$ cat config.mk
export PLATFORM = sky130hd
export DESIGN_NAME = mem_checker_top
export DESIGN_NICKNAME = d
export VERILOG_FILES = /design/src/verilog/ckr_pkg.sv /design/src/verilog/data_check.sv /design/src/verilog/delay_pipe.sv /design/src/verilog/err_collect.sv /design/src/verilog/map_track.sv /design/src/verilog/mem_checker_top.sv /design/src/verilog/port_rule_check.sv /design/src/verilog/sel_cfg_regs.sv
export VERILOG_INCLUDE_DIRS = /design/src /design/src/verilog
export SDC_FILE = /design/constraint.sdc
export NUM_CORES = 1
export LEC_CHECK = 0
export BUFFER_PORTS_ARGS = -buffer_cell sky130_fd_sc_hd__buf_2
export CAP_MARGIN = 40
export CORE_AREA = 4 4 299 301
export DETAILED_ROUTE_END_ITERATION = 16
export DIE_AREA = 0 0 303 305
export PLACE_DENSITY = 0.33
export SYNTH_ARGS = -nofsm -noshare
export SYNTH_HDL_FRONTEND = slang
export SYNTH_HIERARCHICAL = 1
export SYNTH_SLANG_ARGS = --single-unit
$ cat constraint.sdc
create_clock -name clk -period 18.25 [get_ports clk]
set_input_delay 0.9125 -clock clk [delete_from_list [all_inputs] [get_ports clk]]
set_output_delay 0.9125 -clock clk [all_outputs]
set_load 0.05 [all_outputs]
$ cat src/verilog/ckr_consts.svh
`ifndef CKR_CONSTS_SVH
`define CKR_CONSTS_SVH

// user data word and the index of one bit within it
`define CKR_WIDTH 32
`define CKR_BITWDTH 5

// virtual banks, the spare bank is not counted here
`define CKR_NUMVBNK 6
`define CKR_BITVBNK 3

`define CKR_NUMVROW 1024
`define CKR_BITVROW 10

// user depth is banks times rows and is not a power of two
`define CKR_NUMADDR 6144
`define CKR_BITADDR 13

// a remap entry is a valid bit above a bank index
`define CKR_SDOUT_WIDTH 4

// read latencies of the remap table and of the banks
`define CKR_SRAM_DELAY 2
`define CKR_DRAM_DELAY 3

`define CKR_ERR_CNT_W 8

`endif

$ cat src/verilog/ckr_pkg.sv
`default_nettype none

`include "ckr_consts.svh"

package ckr_pkg;

  // bit positions in the error flag vector
  typedef enum int unsigned {
    ERR_RANGE      = 0,
    ERR_PORT       = 1,
    ERR_TWIN       = 2,
    ERR_COLLIDE    = 3,
    ERR_MAP_READ   = 4,
    ERR_SPARE_READ = 5,
    ERR_BANK_READ  = 6,
    ERR_DOUT       = 7,
    ERR_VLD        = 8
  } err_code_e;

  typedef logic [ERR_VLD:ERR_RANGE] err_flags_t;

  // one remap table entry, bank is meaningful only while vld is set
  typedef struct packed {
    logic                    vld;
    logic [`CKR_BITVBNK-1:0] bank;
  } map_entry_t;

  // an expected bit and whether it is worth comparing
  typedef struct packed {
    logic known;
    logic data;
  } expect_t;

endpackage

`default_nettype wire

$ cat src/verilog/data_check.sv
`timescale 1ns/100ps
`default_nettype none

`include "ckr_consts.svh"

module data_check (
  input  wire                     clk,
  input  wire                     rst,
  input  wire                     sel_load,
  input  wire [`CKR_BITADDR-1:0]  select_addr,
  input  wire [`CKR_BITWDTH-1:0]  select_bit,
  input  wire                     write,
  input  wire [`CKR_BITADDR-1:0]  wr_adr,
  input  wire [`CKR_WIDTH-1:0]    din,
  input  wire                     read,
  input  wire [`CKR_BITADDR-1:0]  rd_adr,
  input  wire [`CKR_WIDTH-1:0]    rd_dout,
  input  wire                     rd_vld,
  output ckr_pkg::err_flags_t     data_err
);

  import ckr_pkg::*;

  logic    wr_hit;
  logic    rd_hit;
  logic    rd_hit_q;
  logic    shadow_known;
  logic    shadow_bit;
  expect_t exp_d;
  expect_t exp_q;

  assign wr_hit = write && (wr_adr == select_addr);
  assign rd_hit = read && (rd_adr == select_addr);

  // the last bit written through the user port, as the user sees it
  always_ff @(posedge clk) begin
    if (rst) begin
      shadow_known <= 1'b0;
    end else if (wr_hit) begin
      shadow_known <= 1'b1;
    end else if (sel_load) begin
      shadow_known <= 1'b0;
    end
  end

  always_ff @(posedge clk) begin
    if (wr_hit) begin
      shadow_bit <= din[select_bit];
    end
  end

  // sampled at the read, so a write in the same cycle is not yet seen
  assign exp_d.known = shadow_known;
  assign exp_d.data  = shadow_bit;

  delay_pipe #(.payload_t(expect_t), .DEPTH(`CKR_DRAM_DELAY)) u_exp_dly (
    .clk (clk),
    .rst (rst),
    .d   (exp_d),
    .q   (exp_q)
  );

  delay_pipe #(.payload_t(logic), .DEPTH(`CKR_DRAM_DELAY)) u_hit_dly (
    .clk (clk),
    .rst (rst),
    .d   (rd_hit),
    .q   (rd_hit_q)
  );

  always_comb begin
    data_err           = '0;
    data_err[ERR_VLD]  = rd_hit_q && !rd_vld;
    data_err[ERR_DOUT] = rd_hit_q && rd_vld && exp_q.known &&
                         (rd_dout[select_bit] != exp_q.data);
  end

endmodule

`default_nettype wire

$ cat src/verilog/delay_pipe.sv
`timescale 1ns/100ps
`default_nettype none

module delay_pipe #(
  parameter type payload_t = logic,
  parameter int  DEPTH     = 2
) (
  input  wire      clk,
  input  wire      rst,
  input  wire      payload_t d,
  output payload_t q
);

  // one stage per cycle of latency, so DEPTH items can be in flight
  payload_t stage [DEPTH];

  always_ff @(posedge clk) begin
    if (rst) begin
      for (int i = 0; i < DEPTH; i++) begin
        stage[i] <= '0;
      end
    end else begin
      stage[0] <= d;
      for (int i = 1; i < DEPTH; i++) begin
        stage[i] <= stage[i-1];
      end
    end
  end

  assign q = stage[DEPTH-1];

endmodule

`default_nettype wire

$ cat src/verilog/err_collect.sv
`timescale 1ns/100ps
`default_nettype none

`include "ckr_consts.svh"

module err_collect (
  input  wire                        clk,
  input  wire                        rst,
  input  wire                        err_clr,
  input  wire ckr_pkg::err_flags_t   rule_err,
  input  wire ckr_pkg::err_flags_t   map_err,
  input  wire ckr_pkg::err_flags_t   data_err,
  output ckr_pkg::err_flags_t        err_flags,
  output logic [`CKR_ERR_CNT_W-1:0]  err_count
);

  import ckr_pkg::*;

  localparam int                CNT_W   = `CKR_ERR_CNT_W;
  localparam logic [CNT_W-1:0]  CNT_MAX = '1;

  err_flags_t       pulse;
  logic [CNT_W:0]   cnt_sum;

  assign pulse = rule_err | map_err | data_err;

  // one extra bit catches the carry that means saturation
  assign cnt_sum = {1'b0, err_count} + (CNT_W+1)'($countones(pulse));

  always_ff @(posedge clk) begin
    if (rst || err_clr) begin
      err_flags <= '0;
      err_count <= '0;
    end else begin
      err_flags <= err_flags | pulse;
      err_count <= cnt_sum[CNT_W] ? CNT_MAX : cnt_sum[CNT_W-1:0];
    end
  end

  a_count_monotonic: assert property (@(posedge clk) disable iff (rst)
    !err_clr |=> (err_count >= $past(err_count)));

endmodule

`default_nettype wire

$ cat src/verilog/map_track.sv
`timescale 1ns/100ps
`default_nettype none

`include "ckr_consts.svh"

module map_track (
  input  wire                                       clk,
  input  wire                                       rst,
  input  wire                                       sel_load,
  input  wire [`CKR_BITVBNK-1:0]                    select_bank,
  input  wire [`CKR_BITVROW-1:0]                    select_row,
  input  wire [`CKR_BITWDTH-1:0]                    select_bit,
  input  wire [`CKR_NUMVBNK-1:0]                    t1_writeA,
  input  wire [`CKR_NUMVBNK-1:0]                    t1_readA,
  input  wire [`CKR_NUMVBNK*`CKR_BITVROW-1:0]       t1_addrA,
  input  wire [`CKR_NUMVBNK*`CKR_WIDTH-1:0]         t1_dinA,
  input  wire [`CKR_NUMVBNK*`CKR_WIDTH-1:0]         t1_doutA,
  input  wire [1:0]                                 t2_writeA,
  input  wire [2*`CKR_BITVROW-1:0]                  t2_addrA,
  input  wire [2*(`CKR_SDOUT_WIDTH+`CKR_WIDTH)-1:0] t2_dinA,
  input  wire [1:0]                                 t2_readB,
  input  wire [2*`CKR_BITVROW-1:0]                  t2_addrB,
  input  wire [2*(`CKR_SDOUT_WIDTH+`CKR_WIDTH)-1:0] t2_doutB,
  output ckr_pkg::err_flags_t                       map_err
);

  import ckr_pkg::*;

  localparam int ROW_W = `CKR_BITVROW;
  localparam int DAT_W = `CKR_WIDTH;
  localparam int FLD_W = `CKR_SDOUT_WIDTH + `CKR_WIDTH;

  logic [ROW_W-1:0] t1_sel_addr;
  logic [DAT_W-1:0] t1_sel_din;
  logic [DAT_W-1:0] t1_sel_dout;
  logic             t1_wr_hit;
  logic             t1_rd_hit;
  logic             t2_wr_hit;
  logic             bank_known;
  logic             bank_bit;
  logic             map_known;
  map_entry_t       map_shadow;
  map_entry_t       map_dly;
  logic             spare_bit;
  expect_t          bank_exp_d;
  expect_t          bank_exp_q;
  logic [1:0]       map_bad;
  logic [1:0]       spare_bad;

  assign t1_sel_addr = t1_addrA[select_bank*ROW_W +: ROW_W];
  assign t1_sel_din  = t1_dinA[select_bank*DAT_W +: DAT_W];
  assign t1_sel_dout = t1_doutA[select_bank*DAT_W +: DAT_W];
  assign t1_wr_hit   = t1_writeA[select_bank] && (t1_sel_addr == select_row);
  assign t1_rd_hit   = t1_readA[select_bank] && (t1_sel_addr == select_row);

  // legal twin writes mirror port 0, so port 0 alone feeds the shadow
  assign t2_wr_hit = t2_writeA[0] && (t2_addrA[0 +: ROW_W] == select_row);

  // a write seen in the load cycle already targets the new selection
  always_ff @(posedge clk) begin
    if (rst) begin
      bank_known <= 1'b0;
      map_known  <= 1'b0;
    end else begin
      if (t1_wr_hit) begin
        bank_known <= 1'b1;
      end else if (sel_load) begin
        bank_known <= 1'b0;
      end
      if (t2_wr_hit) begin
        map_known <= 1'b1;
      end else if (sel_load) begin
        map_known <= 1'b0;
      end
    end
  end

  always_ff @(posedge clk) begin
    if (t1_wr_hit) begin
      bank_bit <= t1_sel_din[select_bit];
    end
    if (t2_wr_hit) begin
      map_shadow <= t2_dinA[DAT_W +: `CKR_SDOUT_WIDTH];
      spare_bit  <= t2_dinA[select_bit];
    end
  end

  assign bank_exp_d.known = t1_rd_hit && bank_known;
  assign bank_exp_d.data  = bank_bit;

  delay_pipe #(.payload_t(expect_t), .DEPTH(`CKR_DRAM_DELAY)) u_bank_dly (
    .clk (clk),
    .rst (rst),
    .d   (bank_exp_d),
    .q   (bank_exp_q)
  );

  // both remap copies hold the same row, so one delayed entry serves both
  delay_pipe #(.payload_t(map_entry_t), .DEPTH(`CKR_SRAM_DELAY)) u_map_dly (
    .clk (clk),
    .rst (rst),
    .d   (map_shadow),
    .q   (map_dly)
  );

  for (genvar p = 0; p < 2; p++) begin : g_t2_rd
    expect_t          spare_d;
    expect_t          spare_q;
    map_entry_t       rd_map;
    logic [DAT_W-1:0] rd_dat;

    assign spare_d.known = t2_readB[p] && map_known &&
                           (t2_addrB[p*ROW_W +: ROW_W] == select_row);
    assign spare_d.data  = spare_bit;

    delay_pipe #(.payload_t(expect_t), .DEPTH(`CKR_SRAM_DELAY)) u_spare_dly (
      .clk (clk),
      .rst (rst),
      .d   (spare_d),
      .q   (spare_q)
    );

    assign rd_map       = t2_doutB[p*FLD_W+DAT_W +: `CKR_SDOUT_WIDTH];
    assign rd_dat       = t2_doutB[p*FLD_W +: DAT_W];
    assign map_bad[p]   = spare_q.known && (rd_map != map_dly);
    assign spare_bad[p] = spare_q.known && (rd_dat[select_bit] != spare_q.data);
  end

  always_comb begin
    map_err                 = '0;
    map_err[ERR_MAP_READ]   = |map_bad;
    map_err[ERR_SPARE_READ] = |spare_bad;
    map_err[ERR_BANK_READ]  = bank_exp_q.known &&
                              (t1_sel_dout[select_bit] != bank_exp_q.data);
  end

endmodule

`default_nettype wire

$ cat src/verilog/mem_checker_top.sv
`timescale 1ns/100ps
`default_nettype none

`include "ckr_consts.svh"

module mem_checker_top (
  input  wire                                       clk,
  input  wire                                       rst,
  input  wire                                       write,
  input  wire [`CKR_BITADDR-1:0]                    wr_adr,
  input  wire [`CKR_WIDTH-1:0]                      din,
  input  wire                                       read,
  input  wire [`CKR_BITADDR-1:0]                    rd_adr,
  input  wire [`CKR_WIDTH-1:0]                      rd_dout,
  input  wire                                       rd_vld,
  input  wire [`CKR_NUMVBNK-1:0]                    t1_readA,
  input  wire [`CKR_NUMVBNK-1:0]                    t1_writeA,
  input  wire [`CKR_NUMVBNK*`CKR_BITVROW-1:0]       t1_addrA,
  input  wire [`CKR_NUMVBNK*`CKR_WIDTH-1:0]         t1_dinA,
  input  wire [`CKR_NUMVBNK*`CKR_WIDTH-1:0]         t1_doutA,
  input  wire [1:0]                                 t2_writeA,
  input  wire [2*`CKR_BITVROW-1:0]                  t2_addrA,
  input  wire [2*(`CKR_SDOUT_WIDTH+`CKR_WIDTH)-1:0] t2_dinA,
  input  wire [1:0]                                 t2_readB,
  input  wire [2*`CKR_BITVROW-1:0]                  t2_addrB,
  input  wire [2*(`CKR_SDOUT_WIDTH+`CKR_WIDTH)-1:0] t2_doutB,
  input  wire                                       cfg_write,
  input  wire [`CKR_BITADDR-1:0]                    cfg_adr,
  input  wire [`CKR_BITWDTH-1:0]                    cfg_bit,
  input  wire                                       err_clr,
  output ckr_pkg::err_flags_t                       err_flags,
  output logic [`CKR_ERR_CNT_W-1:0]                 err_count
);

  import ckr_pkg::*;

  logic [`CKR_BITADDR-1:0] select_addr;
  logic [`CKR_BITVBNK-1:0] select_bank;
  logic [`CKR_BITVROW-1:0] select_row;
  logic [`CKR_BITWDTH-1:0] select_bit;
  logic                    sel_load;
  err_flags_t              rule_err;
  err_flags_t              map_err;
  err_flags_t              data_err;

  sel_cfg_regs u_sel_cfg_regs (
    .clk         (clk),
    .rst         (rst),
    .cfg_write   (cfg_write),
    .cfg_adr     (cfg_adr),
    .cfg_bit     (cfg_bit),
    .select_addr (select_addr),
    .select_bank (select_bank),
    .select_row  (select_row),
    .select_bit  (select_bit),
    .sel_load    (sel_load)
  );

  port_rule_check u_port_rule_check (
    .clk       (clk),
    .rst       (rst),
    .write     (write),
    .wr_adr    (wr_adr),
    .t1_readA  (t1_readA),
    .t1_writeA (t1_writeA),
    .t1_addrA  (t1_addrA),
    .t2_writeA (t2_writeA),
    .t2_addrA  (t2_addrA),
    .t2_dinA   (t2_dinA),
    .t2_readB  (t2_readB),
    .t2_addrB  (t2_addrB),
    .rule_err  (rule_err)
  );

  map_track u_map_track (
    .clk         (clk),
    .rst         (rst),
    .sel_load    (sel_load),
    .select_bank (select_bank),
    .select_row  (select_row),
    .select_bit  (select_bit),
    .t1_writeA   (t1_writeA),
    .t1_readA    (t1_readA),
    .t1_addrA    (t1_addrA),
    .t1_dinA     (t1_dinA),
    .t1_doutA    (t1_doutA),
    .t2_writeA   (t2_writeA),
    .t2_addrA    (t2_addrA),
    .t2_dinA     (t2_dinA),
    .t2_readB    (t2_readB),
    .t2_addrB    (t2_addrB),
    .t2_doutB    (t2_doutB),
    .map_err     (map_err)
  );

  data_check u_data_check (
    .clk         (clk),
    .rst         (rst),
    .sel_load    (sel_load),
    .select_addr (select_addr),
    .select_bit  (select_bit),
    .write       (write),
    .wr_adr      (wr_adr),
    .din         (din),
    .read        (read),
    .rd_adr      (rd_adr),
    .rd_dout     (rd_dout),
    .rd_vld      (rd_vld),
    .data_err    (data_err)
  );

  err_collect u_err_collect (
    .clk       (clk),
    .rst       (rst),
    .err_clr   (err_clr),
    .rule_err  (rule_err),
    .map_err   (map_err),
    .data_err  (data_err),
    .err_flags (err_flags),
    .err_count (err_count)
  );

endmodule

`default_nettype wire

$ cat src/verilog/port_rule_check.sv
`timescale 1ns/100ps
`default_nettype none

`include "ckr_consts.svh"

module port_rule_check (
  input  wire                                       clk,
  input  wire                                       rst,
  input  wire                                       write,
  input  wire [`CKR_BITADDR-1:0]                    wr_adr,
  input  wire [`CKR_NUMVBNK-1:0]                    t1_readA,
  input  wire [`CKR_NUMVBNK-1:0]                    t1_writeA,
  input  wire [`CKR_NUMVBNK*`CKR_BITVROW-1:0]       t1_addrA,
  input  wire [1:0]                                 t2_writeA,
  input  wire [2*`CKR_BITVROW-1:0]                  t2_addrA,
  input  wire [2*(`CKR_SDOUT_WIDTH+`CKR_WIDTH)-1:0] t2_dinA,
  input  wire [1:0]                                 t2_readB,
  input  wire [2*`CKR_BITVROW-1:0]                  t2_addrB,
  output ckr_pkg::err_flags_t                       rule_err
);

  import ckr_pkg::*;

  localparam int ROW_W = `CKR_BITVROW;
  localparam int FLD_W = `CKR_SDOUT_WIDTH + `CKR_WIDTH;

  logic port_hit;
  logic range_hit;
  logic twin_hit;
  logic collide_hit;

  // each bank is a single port macro
  assign port_hit = |(t1_readA & t1_writeA);

  always_comb begin
    range_hit = write && (wr_adr >= `CKR_NUMADDR);
    for (int b = 0; b < `CKR_NUMVBNK; b++) begin
      if (t1_writeA[b] && (t1_addrA[b*ROW_W +: ROW_W] >= `CKR_NUMVROW)) begin
        range_hit = 1'b1;
      end
    end
  end

  // the two remap copies are written as twins, port 1 never writes alone
  assign twin_hit = t2_writeA[1] &&
                    (!t2_writeA[0] ||
                     (t2_addrA[0 +: ROW_W] != t2_addrA[ROW_W +: ROW_W]) ||
                     (t2_dinA[0 +: FLD_W] != t2_dinA[FLD_W +: FLD_W]));

  // pseudo dual port copies cannot write and read one row in a cycle
  always_comb begin
    collide_hit = 1'b0;
    for (int p = 0; p < 2; p++) begin
      if (t2_writeA[p] && t2_readB[p] &&
          (t2_addrA[p*ROW_W +: ROW_W] == t2_addrB[p*ROW_W +: ROW_W])) begin
        collide_hit = 1'b1;
      end
    end
  end

  always_comb begin
    rule_err              = '0;
    rule_err[ERR_RANGE]   = range_hit;
    rule_err[ERR_PORT]    = port_hit;
    rule_err[ERR_TWIN]    = twin_hit;
    rule_err[ERR_COLLIDE] = collide_hit;
  end

  a_rule_scope: assert property (@(posedge clk) disable iff (rst)
    !(rule_err[ERR_MAP_READ] || rule_err[ERR_SPARE_READ] || rule_err[ERR_BANK_READ] ||
      rule_err[ERR_DOUT] || rule_err[ERR_VLD]));

endmodule

`default_nettype wire

$ cat src/verilog/sel_cfg_regs.sv
`timescale 1ns/100ps
`default_nettype none

`include "ckr_consts.svh"

module sel_cfg_regs (
  input  wire                      clk,
  input  wire                      rst,
  input  wire                      cfg_write,
  input  wire [`CKR_BITADDR-1:0]   cfg_adr,
  input  wire [`CKR_BITWDTH-1:0]   cfg_bit,
  output logic [`CKR_BITADDR-1:0]  select_addr,
  output logic [`CKR_BITVBNK-1:0]  select_bank,
  output logic [`CKR_BITVROW-1:0]  select_row,
  output logic [`CKR_BITWDTH-1:0]  select_bit,
  output logic                     sel_load
);

  localparam int BANK_W = `CKR_BITVBNK;
  localparam int ROW_W  = `CKR_BITVROW;

  // the bank count is not a power of two, so the split is a real
  // modulo and divide done once per load and then held
  always_ff @(posedge clk) begin
    if (rst) begin
      select_addr <= '0;
      select_bank <= '0;
      select_row  <= '0;
      select_bit  <= '0;
    end else if (cfg_write) begin
      select_addr <= cfg_adr;
      select_bank <= BANK_W'(cfg_adr % `CKR_NUMVBNK);
      select_row  <= ROW_W'(cfg_adr / `CKR_NUMVBNK);
      select_bit  <= cfg_bit;
    end
  end

  // high in the first cycle the new selection is visible
  always_ff @(posedge clk) begin
    if (rst) begin
      sel_load <= 1'b0;
    end else begin
      sel_load <= cfg_write;
    end
  end

  a_sel_range: assert property (@(posedge clk) disable iff (rst)
    sel_load |-> (select_addr < `CKR_NUMADDR) && (select_bank < `CKR_NUMVBNK) &&
                 (select_row < `CKR_NUMVROW));

endmodule

`default_nettype wire
==> summary.md <==
| Metric | Value |
|---|---|
| Run status | `finished clean` |
| Worst Path Max Fanout | `46` |
| Clock skew | `0.01144 ns` |
| Crit end category | `flip-flop` |
| Startpoint Class | `flip-flop` |
| Path type of the worst min-delay path | `reg -> reg` |
| Routed WL | `77.83 mm` |
| Die extent in y | `305 um` |
| R2R cell count | `20` |
| Worst Tran Pin Value | `0.8762 ns` |
| Vias/cell | `4.287` |
| Clock sink count | `89` |
| Vias in the first global route | `13.80k` |
| Synth top area share | `28.81%` |
| Worst skew pair latency | `0.38 ns` |
| Slew HR | `41.59%` |
| H-Tree Depth | `3` |
| Nets@finish | `2,627` |
| Synthesis Warnings | `6` |
| F_max | `143.4 MHz` |
| Synthesized area | `11,880 um^2` |
| Synth top area cells | `mux4_2 29%, dfxtp_1 14%, xnor2_1 7.4%` |
| Clock Tree Buf Depth | `2` |
| Placed Instances | `2,999` |
| Core ar. | `86,620 um^2` |
| Peak supply drop | `0.00003602 V` |
| Post-Syn Instances | `1,157` |
| Max-Cap Viols | `0` |
| Crit Path Category | `reg -> reg` |
| Arrival time worst endpoint | `7.22 ns` |
| GP Congestion | `0.9278` |
| DRC | `0` |
| Final period utilization | `38.20%` |
| Post-synth ARST share | `0%` |
| RSZ-0062 raised after global routing | `false` |
| Setup-failing EPs final | `0` |
| Router iterations before antenna repair | `5` |
| Synth Flop Type | `dfxtp_1` |
| CTS tree | `built` |
| Synth Register Bits | `89` |
| Post-CTS setup buffers | `0` |
| Initial Util | `13.72%` |
| PwrDens | `52.72 nW/um^2` |
| Share of layout cells above drive strength 1 | `54.95%` |
| Hpwl dp | `67.70 mm` |
| Starting DRC count in detailed routing | `882` |
| Post-layout min period | `6.971 ns` |
| Non-filler cells, final | `3,029` |
| Hold path depth | `1` |
| Largest net degree at the start of global routing | `68` |
| Global-route usage over all layers | `15.90%` |
| Hold_buf cts | `0` |
| Ports | `776` |
| Min Hold Slack | `0.4373 ns` |
| Syn_area_per_cell | `10.27 um^2` |
| Slack of the worst reg-to-reg path | `11.28 ns` |
| Final hold vios | `0` |
| CTS Buf Count | `9` |
| Clk pin slew, worst setup/hold paths | `0.07 ns` |
| Port buffer count | `775` |
| Die X | `303 um` |
| DRT antenna net count | `0` |
| Sequential fraction of the synthesis area | `15.58%` |
| Initial antenna violation count | `24` |
| DIE AREA | `92,420 um^2` |
| Max-slew violations | `0` |
| Area grow syn2layout | `42.32%` |
| GR Overflow Total | `0` |
| Fin Setup TNS | `0 ns` |
| Cts repair resizes | `0` |
| Row cnt | `108` |
| Routed len/inst | `25.69 um` |
| Netlist cell types | `105` |
| Area leader, netlist | `mux4_2` |
| Leak | `6.957 nW` |
| Root buffer cell | `clkbuf_16` |
| First-pass GRT wire length | `105.2 mm` |
| Via count | `12.99k` |
| EDFF count, synth | `7` |
| Critical Path RT | `18.50 ns` |
==> placed cells by master (no fill, tap or decap), drive strengths merged, types with 9 or more instances in the layout <==
master,count
a211oi,14
a21oi,48
a22oi,16
a31oi,10
and3,9
buf,792
clkbuf,10
conb,18
dfxtp,82
diode,14
inv,26
mux2,9
mux2i,77
mux4,155
nand2,52
nand2b,10
nand3,33
nand4,27
nor2,86
nor2b,43
nor3,18
nor4,15
o21ai,25
or3,13
xnor2,100
xor2,50
==> per-stage QoR <==
step / cell area (um^2) / setup WS [ns] / power [W] / util, %
2_1_floorplan: 11940 / 12.45 / 0.0005182 / -
3_3_place_gp: 16530 / 10.95 / 0.0007093 / 19.08
3_5_place_dp: 16590 / 11.16 / 0.0007117 / 19.15
4_1_cts: 16880 / 11.14 / 0.0009147 / 19.49
5_1_grt: 16880 / 10.81 / 0.0009559 / 19.49
6_report: 16910 / 11.28 / 0.0008917 / 19.53
==> layout make-up <==
class	count	area, um^2
Fill cell	9761	69700
Multi-Input combinational cell	938	9133
Timing Repair Buffer	792	4044
Sequential cell	89	1873
Tap cell	1155	1445
Clock buffer	10	250.2
Inverter	25	93.84
Clock inverter	6	40.04
Antenna cell	14	35.03
==> path summary, 6_finish.rpt <==
kind,to,startpoint
setup reg to reg,u_err_collect/err_count[7],u_sel_cfg_regs/select_addr[0]
setup / recovery,u_err_collect/err_count[7],u_sel_cfg_regs/select_addr[0]
hold reg to reg,u_data_check/u_exp_dly/stage[0][2],u_data_check/u_exp_dly/stage[0][0]
hold / removal,u_data_check/u_exp_dly/stage[0][2],u_data_check/u_exp_dly/stage[0][0]
==> flip-flops by register name, indices dropped and copies added, names as in the netlist, 3 cells and up <==
| signal | flops |
|---|---|
| u_data_check/u_exp_dly/stage | 6 |
| u_map_track/u_map_dly/stage | 8 |
| u_err_collect/err_count | 8 |
| u_sel_cfg_regs/select_addr | 13 |
| u_map_track/u_bank_dly/stage | 6 |
| u_err_collect/err_flags | 9 |
| u_sel_cfg_regs/select_row | 10 |
| u_map_track/g_t2_rd.u_spare_dly/stage | 8 |
| u_map_track/map_shadow | 4 |
| u_sel_cfg_regs/select_bit | 5 |
| u_data_check/u_hit_dly/stage | 3 |
==> cell usage after synthesis, types with 4 or more instances <==
| library cell | number |
|---|---|
| a2111oi_0 | 4 |
| a211oi_1 | 13 |
| a21o_1 | 4 |
| a21oi_1 | 42 |
| a21oi_2 | 6 |
| a22oi_1 | 16 |
| a311oi_1 | 5 |
| a31oi_1 | 8 |
| and3_1 | 5 |
| buf_1 | 4 |
| buf_2 | 22 |
| buf_4 | 42 |
| buf_6 | 17 |
| clkbuf_1 | 25 |
| clkbuf_8 | 9 |
| dfxtp_1 | 82 |
| edfxtp_1 | 7 |
| fa_1 | 6 |
| ha_1 | 7 |
| inv_1 | 25 |
| mux2_2 | 8 |
| mux2i_1 | 77 |
| mux4_2 | 152 |
| nand2_1 | 51 |
| nand2b_1 | 10 |
| nand3_1 | 32 |
| nand4_1 | 27 |
| nor2_1 | 85 |
| nor2b_1 | 43 |
| nor3_1 | 18 |
| nor3b_1 | 4 |
| nor4_1 | 12 |
| o2111ai_1 | 4 |
| o21ai_0 | 17 |
| o21ai_1 | 6 |
| o31ai_1 | 4 |
| or3_1 | 11 |
| or4_1 | 4 |
| xnor2_1 | 100 |
| xor2_1 | 50 |
==> critical path, cell delays in order (launching register included) <==
cell and delay [ns]:
dfxtp_4 0.69, buf_4 0.38, buf_16 0.32, mux4_2 0.56
mux4_2 0.49, and4b_1 0.20, nor4_1 0.33, a311oi_1 0.14
mux2i_1 0.15, or3_1 0.47, fa_1 0.50, fa_1 0.49
inv_1 0.06, fa_1 0.54, inv_1 0.04, ha_1 0.21
fa_1 0.44, a211oi_1 0.35, nor2_1 0.14, nor3b_1 0.20
nor3_1 0.06
==> routing by layer <==
metal  wire (um)  vias to the layer above  track usage (%)
li1            -                     5829                -
met1       32120                     6463            20.01
met2       37870                      618            27.40
met3        6170                       64            3.951
met4        1584                       12            3.378
met5          80                        -                0
==> power breakdown <==
part	switching, W	internal (W)
logic	0.000241	0.000225
clock network	0.0000895	0.000101
registers	0.0000276	0.000208
total	0.000358	0.000533
==> cell families after synthesis <==
group	share of synthesized area [%]
simple gates	15.20
mux	36.84
compound gates	11.35
xor+xnor	11.05
buf+inv	8.044
flops	15.58
fa+ha+maj	1.832
other cells	0.09475
Note: power is estimated with default switching activity, not from simulation.
